==> config.mk <==
export PLATFORM = sky130hd
export DESIGN_NAME = mem_lane_align
export DESIGN_NICKNAME = d
export VERILOG_FILES = /design/src/mem_pkg.sv /design/src/mem_lane_align.sv
export SDC_FILE = /design/constraint.sdc
export NUM_CORES = 1
export LEC_CHECK = 0
export BUFFER_PORTS_ARGS = -buffer_cell sky130_fd_sc_hd__buf_2
export CORE_MARGIN = 10
export CORE_UTILIZATION = 47
export DETAILED_ROUTE_END_ITERATION = 10
export PLACE_DENSITY = 0.82
export SYNTH_ARGS = -nofsm -noshare
export SYNTH_HDL_FRONTEND = slang
export SYNTH_SLANG_ARGS = --single-unit
==> constraint.sdc <==
create_clock -name vclk -period 4.1
set_clock_uncertainty 0.2 [all_clocks]
set_input_delay 0.205 -clock vclk [all_inputs]
set_output_delay 0.205 -clock vclk [all_outputs]
set_load 0.05 [all_outputs]
==> src/mem_pkg.sv <==
/*
 * shared definitions for the tagged data memory
 * sizes, latency and tag pool constants
 * bus command and access size encodings
 * request and return structs
 */

`default_nettype none

package mem_pkg;

    ////////////////////////////////////////////////////////////////////////////
    // sizes
    ////////////////////////////////////////////////////////////////////////////

    localparam int XLEN              = 32;
    localparam int LINE_W            = 64;
    localparam int MEM_64BIT_LINES   = 1024;
    // byte range follows from the line count
    localparam int MEM_SIZE_IN_BYTES = MEM_64BIT_LINES * (LINE_W / 8);
    localparam int LINE_IDX_W        = 10;

    // tags 1..7, tag 0 is none / refused
    localparam int NUM_MEM_TAGS          = 7;
    localparam int TAG_W                 = 3;
    localparam int MEM_LATENCY_IN_CYCLES = 10;
    // wide enough to hold the latency
    localparam int CNT_W                 = 4;

    ////////////////////////////////////////////////////////////////////////////
    // types
    ////////////////////////////////////////////////////////////////////////////

    typedef logic [TAG_W-1:0]  mem_tag_t;
    typedef logic [LINE_W-1:0] mem_line_t;

    typedef enum logic [1:0] {
        BUS_NONE  = 2'd0,
        BUS_LOAD  = 2'd1,
        BUS_STORE = 2'd2
    } bus_cmd_e;

    typedef enum logic [1:0] {
        BYTE   = 2'd0,
        HALF   = 2'd1,
        WORD   = 2'd2,
        DOUBLE = 2'd3
    } mem_size_e;

    // request from the requester, store data in the low lanes
    typedef struct packed {
        bus_cmd_e        cmd;
        logic [XLEN-1:0] addr;
        mem_size_e       size;
        mem_line_t       data;
    } mem_req_t;

    // load return, tag 0 means nothing on the bus
    typedef struct packed {
        mem_tag_t  tag;
        mem_line_t data;
    } mem_ret_t;

endpackage

`default_nettype wire

==> src/mem_lane_align.sv <==
/*
 * request legality (range and alignment)
 * lane extraction for loads, zero extended
 * lane merge for stores
 */

`timescale 1ns/1ps
`default_nettype none

module mem_lane_align (
    input  mem_pkg::mem_req_t  req,
    input  mem_pkg::mem_line_t rd_line,
    output logic               legal,
    output mem_pkg::mem_line_t load_data,
    output mem_pkg::mem_line_t merged_line
);

    logic       in_range;
    logic       aligned;
    // bit offset of the addressed lane inside the line
    logic [5:0] bit_off;

    assign bit_off = {req.addr[2:0], 3'b000};

    ////////////////////////////////////////////////////////////////////////////
    // legality
    ////////////////////////////////////////////////////////////////////////////

    assign in_range = (req.addr < mem_pkg::MEM_SIZE_IN_BYTES);

    always_comb begin
        unique case (req.size)
            mem_pkg::BYTE:   aligned = 1'b1;
            mem_pkg::HALF:   aligned = (req.addr[0] == 1'b0);
            mem_pkg::WORD:   aligned = (req.addr[1:0] == 2'b00);
            mem_pkg::DOUBLE: aligned = (req.addr[2:0] == 3'b000);
            default:         aligned = 1'b0;
        endcase
    end

    // command is not looked at here, the tag pool gates on it
    assign legal = in_range && aligned;

    ////////////////////////////////////////////////////////////////////////////
    // load lanes and store merge
    ////////////////////////////////////////////////////////////////////////////

    always_comb begin
        // upper bits stay zero
        load_data = '0;
        unique case (req.size)
            mem_pkg::BYTE:   load_data[7:0]  = rd_line[bit_off +: 8];
            mem_pkg::HALF:   load_data[15:0] = rd_line[bit_off +: 16];
            mem_pkg::WORD:   load_data[31:0] = rd_line[bit_off +: 32];
            default:         load_data       = rd_line;
        endcase
    end

    always_comb begin
        // untouched lanes keep the old line
        merged_line = rd_line;
        unique case (req.size)
            mem_pkg::BYTE:   merged_line[bit_off +: 8]  = req.data[7:0];
            mem_pkg::HALF:   merged_line[bit_off +: 16] = req.data[15:0];
            mem_pkg::WORD:   merged_line[bit_off +: 32] = req.data[31:0];
            default:         merged_line                = req.data;
        endcase
    end

endmodule

`default_nettype wire

==> impl_metrics.toml <==
[floorplan]
die_area_um2 = 20200
num_rows = 44
dieWidth_um = 142
core_region_area_um2 = 14600
start_util = 0.480
num_io_pins = 293
die_h_um = 142

[logic_synthesis]
syn_avg_cell_area_um2 = 6.63
synth_fa_ha_area_frac = 0.0125
syn_nets = 1227
synthSimpleGateAreaFrac = 0.240
synth-compound-area-share = 0.434
syn-cell-area_um2 = 7010
synth_top_family_by_area = "compound AO/OA/AOI/OAI gates"
synthDistinctLibCells = 70
yosys_warnings = 0
yosysSeqAreaShare = 0
synthXorXnorAreaFrac = 0.00125
synth_cells = 1056
yosys-mux-area-fraction = 0.234

[timing]
hold_ws_ps = 625
timing.final.crit_share = 0.889
rsz0062_at_grt = "false"
fmax_mhz = 274
worst_slack_ps = 457
min_period_ps = 3640
slew_headroom = 0.250
tns_ps = 0
slew_violations = 0
hold_viol_final = 0
tightest_slew_ps = 1120
setup_viol = 0

[worst_hold_path]
holdPathEnd = "legal"
hold_depth = 5
hold_start = "req[93]"
holdCritPathClass = "input pin to primary output"

[place]
place_ws_ps = 534
dp_cells = 1449
gp_congestion = 1.07
port_buffers = 281
hpwl_um = 33300

[global_route]
grt_pass1_wl_um = 62700
grt_pass1_vias = 10100
antenna_found_initial = 3
grt_max_degree = 77
grtUsageTotal = 0.393
gr-total-overflow = 0

[critical_path]
cp_max_fo = 21
max_stage_delay_ps = 520
critPathTopFamily = "buffers and inverters"
path_class = "input pin to primary output"
arrival_ps = 3240
cp_num_cells = 11
required_ps = 3690
worst-path-buf-inv = 5
cp_cell_sequence = "buf_2, clkinv_1, ha_1, ha_1, buf_4, inv_1, nand3_1, nand2_1, o31ai_1, mux4_2, buf_2"
cp-start-kind = "input pin"
endpoint_kind = "primary output"
cp_slowest_cell = "nand3_1"

[outcome]
outcome = "complete, no violations"

[drt]
via_count = 10900
drtIter0Drc = 1691
final_antenna_net_count = 0
wl_per_cell_um = 29.8
route.detailed.drc = 0
finalWirelength_um = 43300
drt_first_pass_iters = 6
vias_per_cell = 7.52

[clock_network]
ctsResizeCount = 0
postCtsSetupBuffers = 0
holdBufCountCts = 0

[finish]
nFillCells = 1436
seq_cells = 0
seq_area_um2 = 0
fin_cells = 1451
nets = 1438
syn2layout_area_growth_pct = 26.9
drive_gt1_frac = 0.350
clock_buffers = 0

[job]
max_cap_violations = 0
[cells by family (layout without fill, tap and decap cells)]
logic type | Yosys count | after routing
other cells | 0 | 2
compound gates | 430 | 430
fa+ha+maj | 7 | 7
buf+inv | 129 | 338
simple gates | 349 | 349
mux | 140 | 140
xor+xnor | 1 | 1
[routing by layer]
layer	wire [um]	share of wire	GRT usage
met1	14900	0.34	0.474
met2	17900	0.41	0.590
met3	7200	0.17	0.148
met4	3200	0.074	0.214
met5	21	0.00049	0
[cells in the mapped netlist, types with 4 or more instances]
cell type	number	share of area
a31oi_1	19	0.017
o311ai_0	9	0.011
nand3_1	12	0.0086
a21oi_1	54	0.039
o22a_1	12	0.015
o211ai_1	23	0.025
clkinv_1	4	0.0021
a221o_1	10	0.014
buf_1	5	0.0027
or2_2	5	0.0045
mux2i_1	92	0.13
nand2_1	116	0.062
inv_1	4	0.0021
a211oi_1	30	0.032
clkbuf_1	75	0.040
or3_1	10	0.0089
nand2b_1	14	0.013
mux2_2	32	0.051
nor3_1	18	0.013
nor2_1	102	0.055
and4b_1	6	0.0086
buf_2	37	0.026
o21a_1	15	0.016
o41ai_1	6	0.0075
nor2b_1	10	0.0089
mux4_2	16	0.051
o21ai_0	82	0.059
o22ai_1	25	0.022
nor4_1	4	0.0036
a22o_1	21	0.026
o311ai_1	9	0.011
a32oi_1	4	0.0050
o221ai_1	15	0.019
ha_1	7	0.013
o31ai_1	11	0.012
and3_1	36	0.032
a22oi_1	29	0.031
a221oi_1	30	0.038
[worst max-delay path by stage]
stage	from	to	slack, ps
3_5_place_dp	req[67]	merged_line[50]	530
2_1_floorplan	req[66]	merged_line[39]	8
6_report	req[67]	merged_line[50]	460
3_3_place_gp	req[67]	merged_line[52]	600
4_1_cts	req[67]	merged_line[50]	510
5_1_grt	req[67]	merged_line[55]	310
[cells in the final DEF, fill, tap and decap left out, drive strengths merged, types with 4 or more instances in the layout]
master  instances
a211oi         30
a21oi          54
a221o          10
a221oi         30
a22o           21
a22oi          29
a31oi          19
a32oi           4
and3           36
and4b           6
buf           329
clkinv          4
ha              7
inv             5
mux2           32
mux2i          92
mux4           16
nand2         117
nand2b         14
nand3          12
nor2          104
nor2b          10
nor3           20
nor4            6
o211ai         23
o21a           15
o21ai          87
o221ai         15
o22a           12
o22ai          25
o311ai         18
o31ai          12
o41ai           6
or2             5
or3            10
[area by class of cell]
cell class                 count  area [um2]  share of cell area
antenna                        2        5.00            0.000563
timing repair buffer         329        1840               0.208
multi-input combinational    927        6770               0.762
tap                          184         230              0.0259
inverter                       9        33.8             0.00380
[worst min-delay path, delay by kind of cell]
family / cells / cell delay, ps
buf+inv: 2 / 280
simple gates: 2 / 100
compound gates: 1 / 40
[through the flow]
stage                     utilization  area, um2
after floorplan                     -       7320
after global placement          0.609       8880
after detailed placement        0.609       8880
after CTS                       0.609       8880
after global routing            0.609       8880
final                           0.609       8890
