<file path="config.mk">
export PLATFORM = sky130hd
export DESIGN_NAME = mem_tag_pool
export DESIGN_NICKNAME = d
export VERILOG_FILES = /design/src/mem_pkg.sv /design/src/mem_tag_pool.sv
export SDC_FILE = /design/constraint.sdc
export NUM_CORES = 1
export LEC_CHECK = 0
export ABC_AREA = 1
export BUFFER_PORTS_ARGS = -buffer_cell sky130_fd_sc_hd__buf_2
export CELL_PAD_IN_SITES_DETAIL_PLACEMENT = 1
export CELL_PAD_IN_SITES_GLOBAL_PLACEMENT = 2
export CORE_ASPECT_RATIO = 0.9
export CORE_MARGIN = 8
export CORE_UTILIZATION = 30
export CTS_CLUSTER_DIAMETER = 40
export CTS_CLUSTER_SIZE = 30
export DETAILED_ROUTE_END_ITERATION = 7
export PLACE_DENSITY = 0.65
export REMOVE_ABC_BUFFERS = 1
export SLEW_MARGIN = 20
export SYNTH_ARGS = -nofsm -noshare
export SYNTH_HDL_FRONTEND = slang
export SYNTH_SLANG_ARGS = --single-unit
</file>
<file path="constraint.sdc">
create_clock -name clk -period 7.8 [get_ports clk]
set_input_delay 0.78 -clock clk [delete_from_list [all_inputs] [get_ports clk]]
set_output_delay 0.78 -clock clk [all_outputs]
set_load 0.01 [all_outputs]
</file>
<file path="src/mem_pkg.sv">
/*
 * shared definitions for the tagged data memory
 * sizes, latency and tag pool constants
 * bus command and access size encodings
 * request and return structs
 */

`default_nettype none

package mem_pkg;

    ////////////////////////////////////////////////////////////////////////////
    // sizes
    ////////////////////////////////////////////////////////////////////////////

    localparam int XLEN              = 32;
    localparam int LINE_W            = 64;
    localparam int MEM_64BIT_LINES   = 1024;
    // byte range follows from the line count
    localparam int MEM_SIZE_IN_BYTES = MEM_64BIT_LINES * (LINE_W / 8);
    localparam int LINE_IDX_W        = 10;

    // tags 1..7, tag 0 is none / refused
    localparam int NUM_MEM_TAGS          = 7;
    localparam int TAG_W                 = 3;
    localparam int MEM_LATENCY_IN_CYCLES = 10;
    // wide enough to hold the latency
    localparam int CNT_W                 = 4;

    ////////////////////////////////////////////////////////////////////////////
    // types
    ////////////////////////////////////////////////////////////////////////////

    typedef logic [TAG_W-1:0]  mem_tag_t;
    typedef logic [LINE_W-1:0] mem_line_t;

    typedef enum logic [1:0] {
        BUS_NONE  = 2'd0,
        BUS_LOAD  = 2'd1,
        BUS_STORE = 2'd2
    } bus_cmd_e;

    typedef enum logic [1:0] {
        BYTE   = 2'd0,
        HALF   = 2'd1,
        WORD   = 2'd2,
        DOUBLE = 2'd3
    } mem_size_e;

    // request from the requester, store data in the low lanes
    typedef struct packed {
        bus_cmd_e        cmd;
        logic [XLEN-1:0] addr;
        mem_size_e       size;
        mem_line_t       data;
    } mem_req_t;

    // load return, tag 0 means nothing on the bus
    typedef struct packed {
        mem_tag_t  tag;
        mem_line_t data;
    } mem_ret_t;

endpackage

`default_nettype wire

</file>
<file path="src/mem_tag_pool.sv">
/*
 * tag allocation and per-tag latency countdown
 * holds load data until its return slot
 * registered response tag and single load return per cycle
 */

`timescale 1ns/1ps
`default_nettype none

module mem_tag_pool (
    input  wire logic          clk,
    input  wire logic          rst_n,
    input  mem_pkg::bus_cmd_e  cmd,
    input  wire logic          legal,
    input  mem_pkg::mem_line_t load_data,
    output logic               wr_en,
    output mem_pkg::mem_tag_t  rsp_tag,
    output mem_pkg::mem_ret_t  ret
);

    // per tag state, index 0 unused (tag 0 means none)
    logic [mem_pkg::CNT_W-1:0]    cnt_q  [1:mem_pkg::NUM_MEM_TAGS];
    logic [mem_pkg::NUM_MEM_TAGS:1] wait_q;
    mem_pkg::mem_line_t           held_q [1:mem_pkg::NUM_MEM_TAGS];

    mem_pkg::mem_tag_t  free_tag;
    mem_pkg::mem_tag_t  ret_sel;
    logic               grant;
    logic               is_load;
    mem_pkg::mem_tag_t  rsp_q;
    mem_pkg::mem_tag_t  ret_tag_q;
    mem_pkg::mem_line_t ret_data_q;

    ////////////////////////////////////////////////////////////////////////////
    // selection
    ////////////////////////////////////////////////////////////////////////////

    // lowest free tag, walk downward so the lowest wins
    always_comb begin
        free_tag = '0;
        for (int t = mem_pkg::NUM_MEM_TAGS; t >= 1; t--) begin
            if (cnt_q[t] == '0 && !wait_q[t]) begin
                free_tag = mem_pkg::mem_tag_t'(t);
            end
        end
    end

    // load due when its count reaches zero at this edge
    // a load still waiting at zero is also due (lowest tag first)
    always_comb begin
        ret_sel = '0;
        for (int t = mem_pkg::NUM_MEM_TAGS; t >= 1; t--) begin
            if (wait_q[t] && cnt_q[t] <= mem_pkg::CNT_W'(1)) begin
                ret_sel = mem_pkg::mem_tag_t'(t);
            end
        end
    end

    assign is_load = (cmd == mem_pkg::BUS_LOAD);
    assign grant   = (cmd != mem_pkg::BUS_NONE) && legal && (free_tag != '0);
    // store lands in the array at the granting edge
    assign wr_en   = grant && (cmd == mem_pkg::BUS_STORE);

    ////////////////////////////////////////////////////////////////////////////
    // control state
    ////////////////////////////////////////////////////////////////////////////

    always_ff @(posedge clk) begin
        if (!rst_n) begin
            for (int t = 1; t <= mem_pkg::NUM_MEM_TAGS; t++) begin
                cnt_q[t] <= '0;
            end
            wait_q    <= '0;
            rsp_q     <= '0;
            ret_tag_q <= '0;
        end else begin
            for (int t = 1; t <= mem_pkg::NUM_MEM_TAGS; t++) begin
                if (cnt_q[t] != '0) begin
                    cnt_q[t] <= cnt_q[t] - 1'b1;
                end
            end
            if (ret_sel != '0) begin
                wait_q[ret_sel] <= 1'b0;
            end
            // granted tag is free, so never the one being returned
            if (grant) begin
                cnt_q[free_tag]  <= mem_pkg::CNT_W'(mem_pkg::MEM_LATENCY_IN_CYCLES);
                wait_q[free_tag] <= is_load;
            end
            rsp_q     <= grant ? free_tag : '0;
            ret_tag_q <= ret_sel;
        end
    end

    // payload path
    always_ff @(posedge clk) begin
        if (grant && is_load) begin
            held_q[free_tag] <= load_data;
        end
        if (ret_sel != '0) begin
            ret_data_q <= held_q[ret_sel];
        end
    end

    assign rsp_tag  = rsp_q;
    assign ret.tag  = ret_tag_q;
    assign ret.data = ret_data_q;

endmodule

`default_nettype wire

</file>
==> results_dict.tcl, run 1 <==
set metrics [dict create \
    leakage_nw 10.6 \
    hold_violations 0 \
    yosysUniqueCellTypes 33 \
    period_needed_ns 4.12 \
    ios 140 \
    cts_setup_buffers 0 \
    maxSlewHeadroom_pct 34.5 \
    fin_cells 3045 \
    synth_area_per_cell_sq_um 12.0 \
    place_hpwl_mm 33.5 \
    drt.antenna.violating_nets 0 \
    cp.depth 9 \
    syn_inst 1805 \
    path_cells "inv_1 > ha_1 > nor2_1 > nor2_1 > nand3_4 > nand2_4 > inv_1 > nand2_4 > buf_4" \
    drtPass1Iterations 4 \
    hp-class "input port to flop" \
    die_h_um 270 \
    root_buffer "clkbuf_16" \
    die_w_um 299 \
    grt_util_all_layers_pct 14.7 \
    syn-cell-area_sq_mm 0.0216 \
    cts.clk_slew.worst_paths_ns 0.05 \
    cts_sinks 553 \
    dpl_cell_area_sq_mm 0.0233 \
    finClkSkew_ns 0.0196 \
    cp_max_fo 60 \
    grt-ovfl-total 0 \
    drt_iter0_markers 820 \
    arrival_ns 4.38 \
    htreeDepth 3 \
    drv_cap 0 \
    synth_ff_type "edfxtp_1" \
    grt_pass1_wl_mm 91.8 \
    cts_resized 0 \
    core_area_sq_mm 0.0714 \
    cp_data_required_time_ns 8.06 \
    worstSetupEndpoint "ret_data_q[30]$_DFFE_PN_" \
    worst_path_max_delay_cell "nand2_4" \
    cts_tree "built" \
    cp_top_family "simple AND/OR/NAND/NOR gates" \
    end_kind "flop" \
    stdcell_area_sq_mm 0.0268 \
    async_flop_share_pct 0 \
    start_util_pct 30.2 \
    power.density_mw_per_mm2 352 \
    synth.yosys.seq_area_share_pct 75.0 \
    areaGrowthSynthToFinish_pct 24.2 \
    ir_worst_vdd_mv 0.242 \
    gp_congestion 0.743 \
    wirelength_mm 60.2 \
    rsz0062_at_grt "false" \
    fin_nets 2089 \
    numCtsBuffers 100 \
    drive_gt1_share_pct 17.6 \
    startpoint_type "flop" \
    crit_type "flop to flop" \
    regToRegStartpoint "cnt_q[1][0]$_SDFFE_PP0P_" \
    cpPeakStageDelay_ns 0.93 \
    timing.final.crit_share_pct 52.8 \
    drc 0 \
    final_max_slew_viol_count 0 \
    fmax_mhz 243 \
    worst-path-buf-inv 3 \
    clock_latency_ns 0.65 \
    setup_viol 0 \
    ys_warn_count 0 \
    port_buffers 139 \
    r2r_cells 9 \
    cts_buffer_depth 3 \
    wire_per_inst_um 19.8 \
    via_per_inst 4.55 \
    placedCellCount 2850 \
    synth_edf_count 512 \
    placementRows 93 \
    rrSetupSlack_ns 3.68 \
    outcome "completed" \
    ys_seq_elements 553 \
    grt_max_degree 65 \
    crit_start "cnt_q[1][0]$_SDFFE_PP0P_" \
    num_vias 13859 \
    cts_hold_buf 0 \
    grt_pass1_vias 14908 \
    antenna_found_initial 10 \
    die_area_sq_mm 0.0808 \
    worstMarginPinSlew_ns 0.982 \
    finalSetupTns_ns 0 \
    rr_endpoint "ret_data_q[30]$_DFFE_PN_" \
]
kinds of logic (layout without fill, tap and decap cells):
group	count (synthesis)	after routing	synth area share (%)
adders and majority gates	18	18	1.04
DFF	553	553	75.0
xor gates and xnor gates	7	7	0.284
and+or+nand+nor	996	996	18.8
AOI/OAI and AO/OA	49	49	1.22
buffers and inverters	182	466	3.66
other	0	6	0
stage by stage:
step | utilization, % | hold WS, ns | power, mW | setup slack (ns)
floorplan | - | 0.442 | 4.56 | 1.29
global placement | 32.7 | 0.464 | 5.10 | 3.63
detailed placement | 32.7 | 0.474 | 5.14 | 3.57
CTS | 37.5 | 0.344 | 9.58 | 3.53
global route | 37.5 | 0.362 | 9.87 | 3.33
finish | 37.5 | 0.389 | 9.45 | 3.68
layout make-up:
type	instances	area, sq um
fill	7696	44600
inverter	119	459
multi-input combinational	1070	4660
clock buffer	106	2520
timing repair buffer	158	838
antenna	6	15.0
tap	950	1190
clock inverter	83	933
sequential	553	16200
synth_stat cells (2+ instances only):
master    instances  area (sq um)
nand2_1         581          2180
edfxtp_1        512         15400
nor2_1          212           796
nand3_1         164           821
inv_1           112           420
dfxtp_1          41           821
a21oi_1          27           135
buf_2            22           110
clkbuf_1         22          82.6
ha_1             18           225
buf_4            13          97.6
o21ai_0          13          65.1
nor3_1           11          55.1
nand3b_1          7          52.6
inv_2             6          22.5
xnor2_1           6          52.6
nand4_1           5          31.3
or2_2             5          31.3
buf_6             4          45.0
o211ai_1          4          30.0
nor2_2            3          18.8
buf_1             2          7.51
nand2_2           2          12.5
nand3_2           2          20.0
nor2_4            2          22.5
o22ai_1           2          12.5
sequential cells by signal (all words and copies together) (netlist names):
signal / flops
wait_q: 7
ret_data_q: 64
cnt_q: 28
rsp_tag: 3
ret_tag_q: 3
held_q: 448
worst register-to-register path, stage by stage, from the launching register on:
cell and delay, ns:
dfxtp_1 0.31, inv_1 0.13, ha_1 0.21, nor2_1 0.06, nor2_1 0.16, nand3_4 0.56
nand2_4 0.93, inv_1 0.23, nand2_4 0.38, buf_4 0.75
report_power, final:
group | switching, mW | total (mW) | internal [mW]
Clock | 1.63 | 4.40 | 2.77
Sequential | 0.131 | 3.73 | 3.60
Combinational | 0.946 | 1.32 | 0.374
Total | 2.71 | 9.45 | 6.75
how the worst min path moves through the flow:
stage / from / endpoint / cells after the start / slack (ns)
2_1_floorplan: cnt_q[4][1]$_SDFFE_PP1P_ / cnt_q[4][1]$_SDFFE_PP1P_ / 2 / 0.44
3_3_place_gp: cnt_q[3][2]$_SDFFE_PP0P_ / cnt_q[3][2]$_SDFFE_PP0P_ / 2 / 0.46
3_5_place_dp: cnt_q[4][1]$_SDFFE_PP1P_ / cnt_q[4][1]$_SDFFE_PP1P_ / 2 / 0.47
4_1_cts: load_data[27] / held_q[7][27]$_DFFE_PP_ / 1 / 0.34
5_1_grt: load_data[52] / held_q[7][52]$_DFFE_PP_ / 1 / 0.36
6_report: load_data[3] / held_q[4][3]$_DFFE_PP_ / 1 / 0.39
cell usage in the layout, fill, tap and decap left out, types with 3 or more instances in the layout:
cell type	count
a21oi_1	27
buf_2	139
buf_4	19
bufinv_16	11
clkbuf_1	6
clkbuf_16	100
clkinv_1	6
clkinv_2	22
clkinv_4	13
clkinvlp_4	17
dfxtp_1	41
diode_2	6
edfxtp_1	512
ha_1	18
inv_1	109
inv_16	6
inv_2	4
inv_6	11
nand2_1	578
nand2_2	3
nand3_1	163
nand3b_1	7
nand4_1	5
nor2_1	210
nor2_2	3
nor2_4	4
nor3_1	8
nor3_2	3
o211ai_1	4
o21ai_0	13
or2_2	5
xnor2_1	6
routing by layer:
| layer | vias to the layer above | GRT usage, % | wire length (um) |
|---|---|---|---|
| met3 | 108 | 3.36 | 2730 |
| met5 | - | 0 | 41 |
| met2 | 275 | 24.8 | 28800 |
| met1 | 6937 | 18.9 | 27200 |
| li1 | 6533 | - | - |
| met4 | 6 | 4.36 | 1380 |
No activity file was read; power rests on OpenSTA's default activity.
==> run 2: changes to the inputs <==
clock period = 3.8 ns   (was 7.8 ns; I/O delays follow)
==> run 2 against run 1 <==
Compared with the run above: routed wire length decreased by 0.21%; register-to-register slack got worse by 3.0 ns; die area unchanged; final cell count increased by 0.95%; sequential share of layout area decreased by 1.1 points; combinational power increased by 110%; non-clock buffer count increased by 43; global-route usage decreased by 0.082 points; largest cell class unchanged; highest routed layer unchanged.
==> results_dict.tcl, run 2 (same netlist as run 1, synthesis figures left out) <==
set metrics [dict create \
    p_seq_share_pct 39.5 \
    end_kind "primary output" \
    hold_violations 0 \
    wire_per_inst_um 19.5 \
    rr_endpoint "held_q[2][26]$_DFFE_PP_" \
    seq_area_sq_mm 0.0162 \
    grt_max_degree 65 \
    maxSlewHeadroom_pct 34.8 \
    stdcell_area_sq_mm 0.0273 \
    drc 0 \
    startpoint_type "flop" \
    leakage_nw 10.8 \
    grt_util_all_layers_pct 14.7 \
    grt_pass1_vias 15074 \
    switchingPower_mw 5.39 \
    wirelength_mm 60.1 \
    pwr-share-comb_pct 14.5 \
    drv_cap 0 \
    dpl_cell_area_sq_mm 0.0236 \
    rsz0062_at_grt "false" \
    r2r_cells 14 \
    post-place-ws_ns 0.720 \
    cts_tree "built" \
    layout_commonest_cell "nand2_1" \
    setup_viol 0 \
    fillCellCount 7677 \
    drive_gt1_share_pct 17.2 \
    regToRegStartpoint "cnt_q[1][0]$_SDFFE_PP0P_" \
    cts_hold_buf 32 \
    worstMarginPinSlew_ns 0.977 \
    placementRows 93 \
    final_cell_mix "579 x nand2_1, 512 x edfxtp_1, 210 x nor2_1" \
    grt-ovfl-total 0 \
    drt_iter0_markers 825 \
    drt.antenna.violating_nets 0 \
    cp_max_fo 8 \
    finClkSkew_ns 0.0260 \
    numCtsBuffers 95 \
    core_area_sq_mm 0.0714 \
    outcome "completed" \
    fin_ws_ns 0.344 \
    largest-register "held_q" \
    hold_depth 1 \
    fmax_mhz 289 \
    ir_worst_vdd_mv 0.361 \
    cts.clk_slew.worst_paths_ns 0.06 \
    cts_setup_buffers 0 \
    switching_share_pct 27.8 \
    grt_pass1_wl_mm 91.6 \
    gp_congestion 0.723 \
    power.density_mw_per_mm2 710 \
    arrival_ns 3.08 \
    cts_sinks 553 \
    cp_data_required_time_ns 3.42 \
    clock_latency_ns 0.64 \
    start_util_pct 30.2 \
    drtPass1Iterations 4 \
    worstHoldEndpoint "held_q[2][29]$_DFFE_PP_" \
    die_w_um 299 \
    crit_type "flop to primary output" \
    ios 140 \
    pwr-share-clk_pct 46.0 \
    die_area_sq_mm 0.0808 \
    hp-class "input port to flop" \
    rrSetupSlack_ns 0.69 \
    period_needed_ns 3.46 \
    final_max_slew_viol_count 0 \
    root_buffer "clkbuf_16" \
    via_per_inst 4.52 \
    cts_buffer_depth 3 \
    top_regs "held_q (448), ret_data_q (64), cnt_q (28)" \
    htreeDepth 3 \
    port_buffers 139 \
    antenna_found_initial 3 \
    fin_nets 2127 \
    place_hpwl_mm 35.1 \
    areaGrowthSynthToFinish_pct 26.5 \
    cts_resized 0 \
    p_int_mw 14.0 \
    min_from "load_data[29]" \
    multiInputGateArea_sq_mm 0.00466 \
    die_h_um 270 \
    timing.final.crit_share_pct 90.9 \
    num_vias 13893 \
    largest_reg_flops 448 \
    finalSetupTns_ns 0 \
]
## run 2: worst max path at each step
stage,cells after the start,start,to
2_1_floorplan,13,cnt_q[1][0]$_SDFFE_PP0P_,held_q[2][0]$_DFFE_PP_
3_5_place_dp,14,cnt_q[1][0]$_SDFFE_PP0P_,held_q[6][24]$_DFFE_PP_
6_report,14,cnt_q[1][0]$_SDFFE_PP0P_,wr_en
4_1_cts,14,cnt_q[1][0]$_SDFFE_PP0P_,wr_en
5_1_grt,14,cnt_q[1][0]$_SDFFE_PP0P_,wr_en
3_3_place_gp,13,cnt_q[1][0]$_SDFFE_PP0P_,ret_data_q[30]$_DFFE_PN_
## run 2: routing by layer
layer | global-route usage [%] | vias up | part of all wire (%)
li1 | - | 6608 | -
met1 | 18.9 | 6944 | 46
met2 | 24.8 | 234 | 48
met3 | 2.73 | 105 | 3.7
met4 | 4.61 | 2 | 2.4
met5 | 0 | - | 0.020
## run 2: layout make-up
type                       instances  share of cell area, %
clock buffer                     105                   9.08
antenna                            2                 0.0183
timing repair buffer             201                   5.14
clock inverter                    74                   3.35
tap                              950                   4.35
multi-input combinational       1070                   17.1
sequential                       553                   59.3
inverter                         119                   1.67
## run 2: power groups by stage
stage                     logic [mW]  registers (mW)  clock network [mW]
after global placement          2.76            7.76                   0
after global routing            3.18            7.70                9.37
after floorplan                 1.54            7.82                   0
after detailed placement        2.85            7.77                   0
after CTS                       2.90            7.66                9.11
final                           2.82            7.65                8.91
## run 2: metrics by stage
step                total power, mW  utilization (%)  hold WS, ns  cells
floorplan                      9.36                -        0.442   1742
CTS                            19.7             38.2    0.0000857   3072
finish                         19.4             38.2       0.0342   3074
detailed placement             10.6             33.0        0.471   2861
global placement               10.5             33.0        0.468   2861
global route                   20.3             38.2       0.0125   3073
## run 2: critical path, cell delays in order (launching register included)
cell	delay [ns]
dfxtp_1	0.33
inv_1	0.10
ha_1	0.25
nand2_1	0.12
nor2_1	0.07
nand2_1	0.25
nand2_1	0.09
nor2_1	0.22
inv_1	0.09
nand2_1	0.08
nand2_1	0.08
nand2_1	0.25
inv_1	0.16
nor2_1	0.20
buf_2	0.17
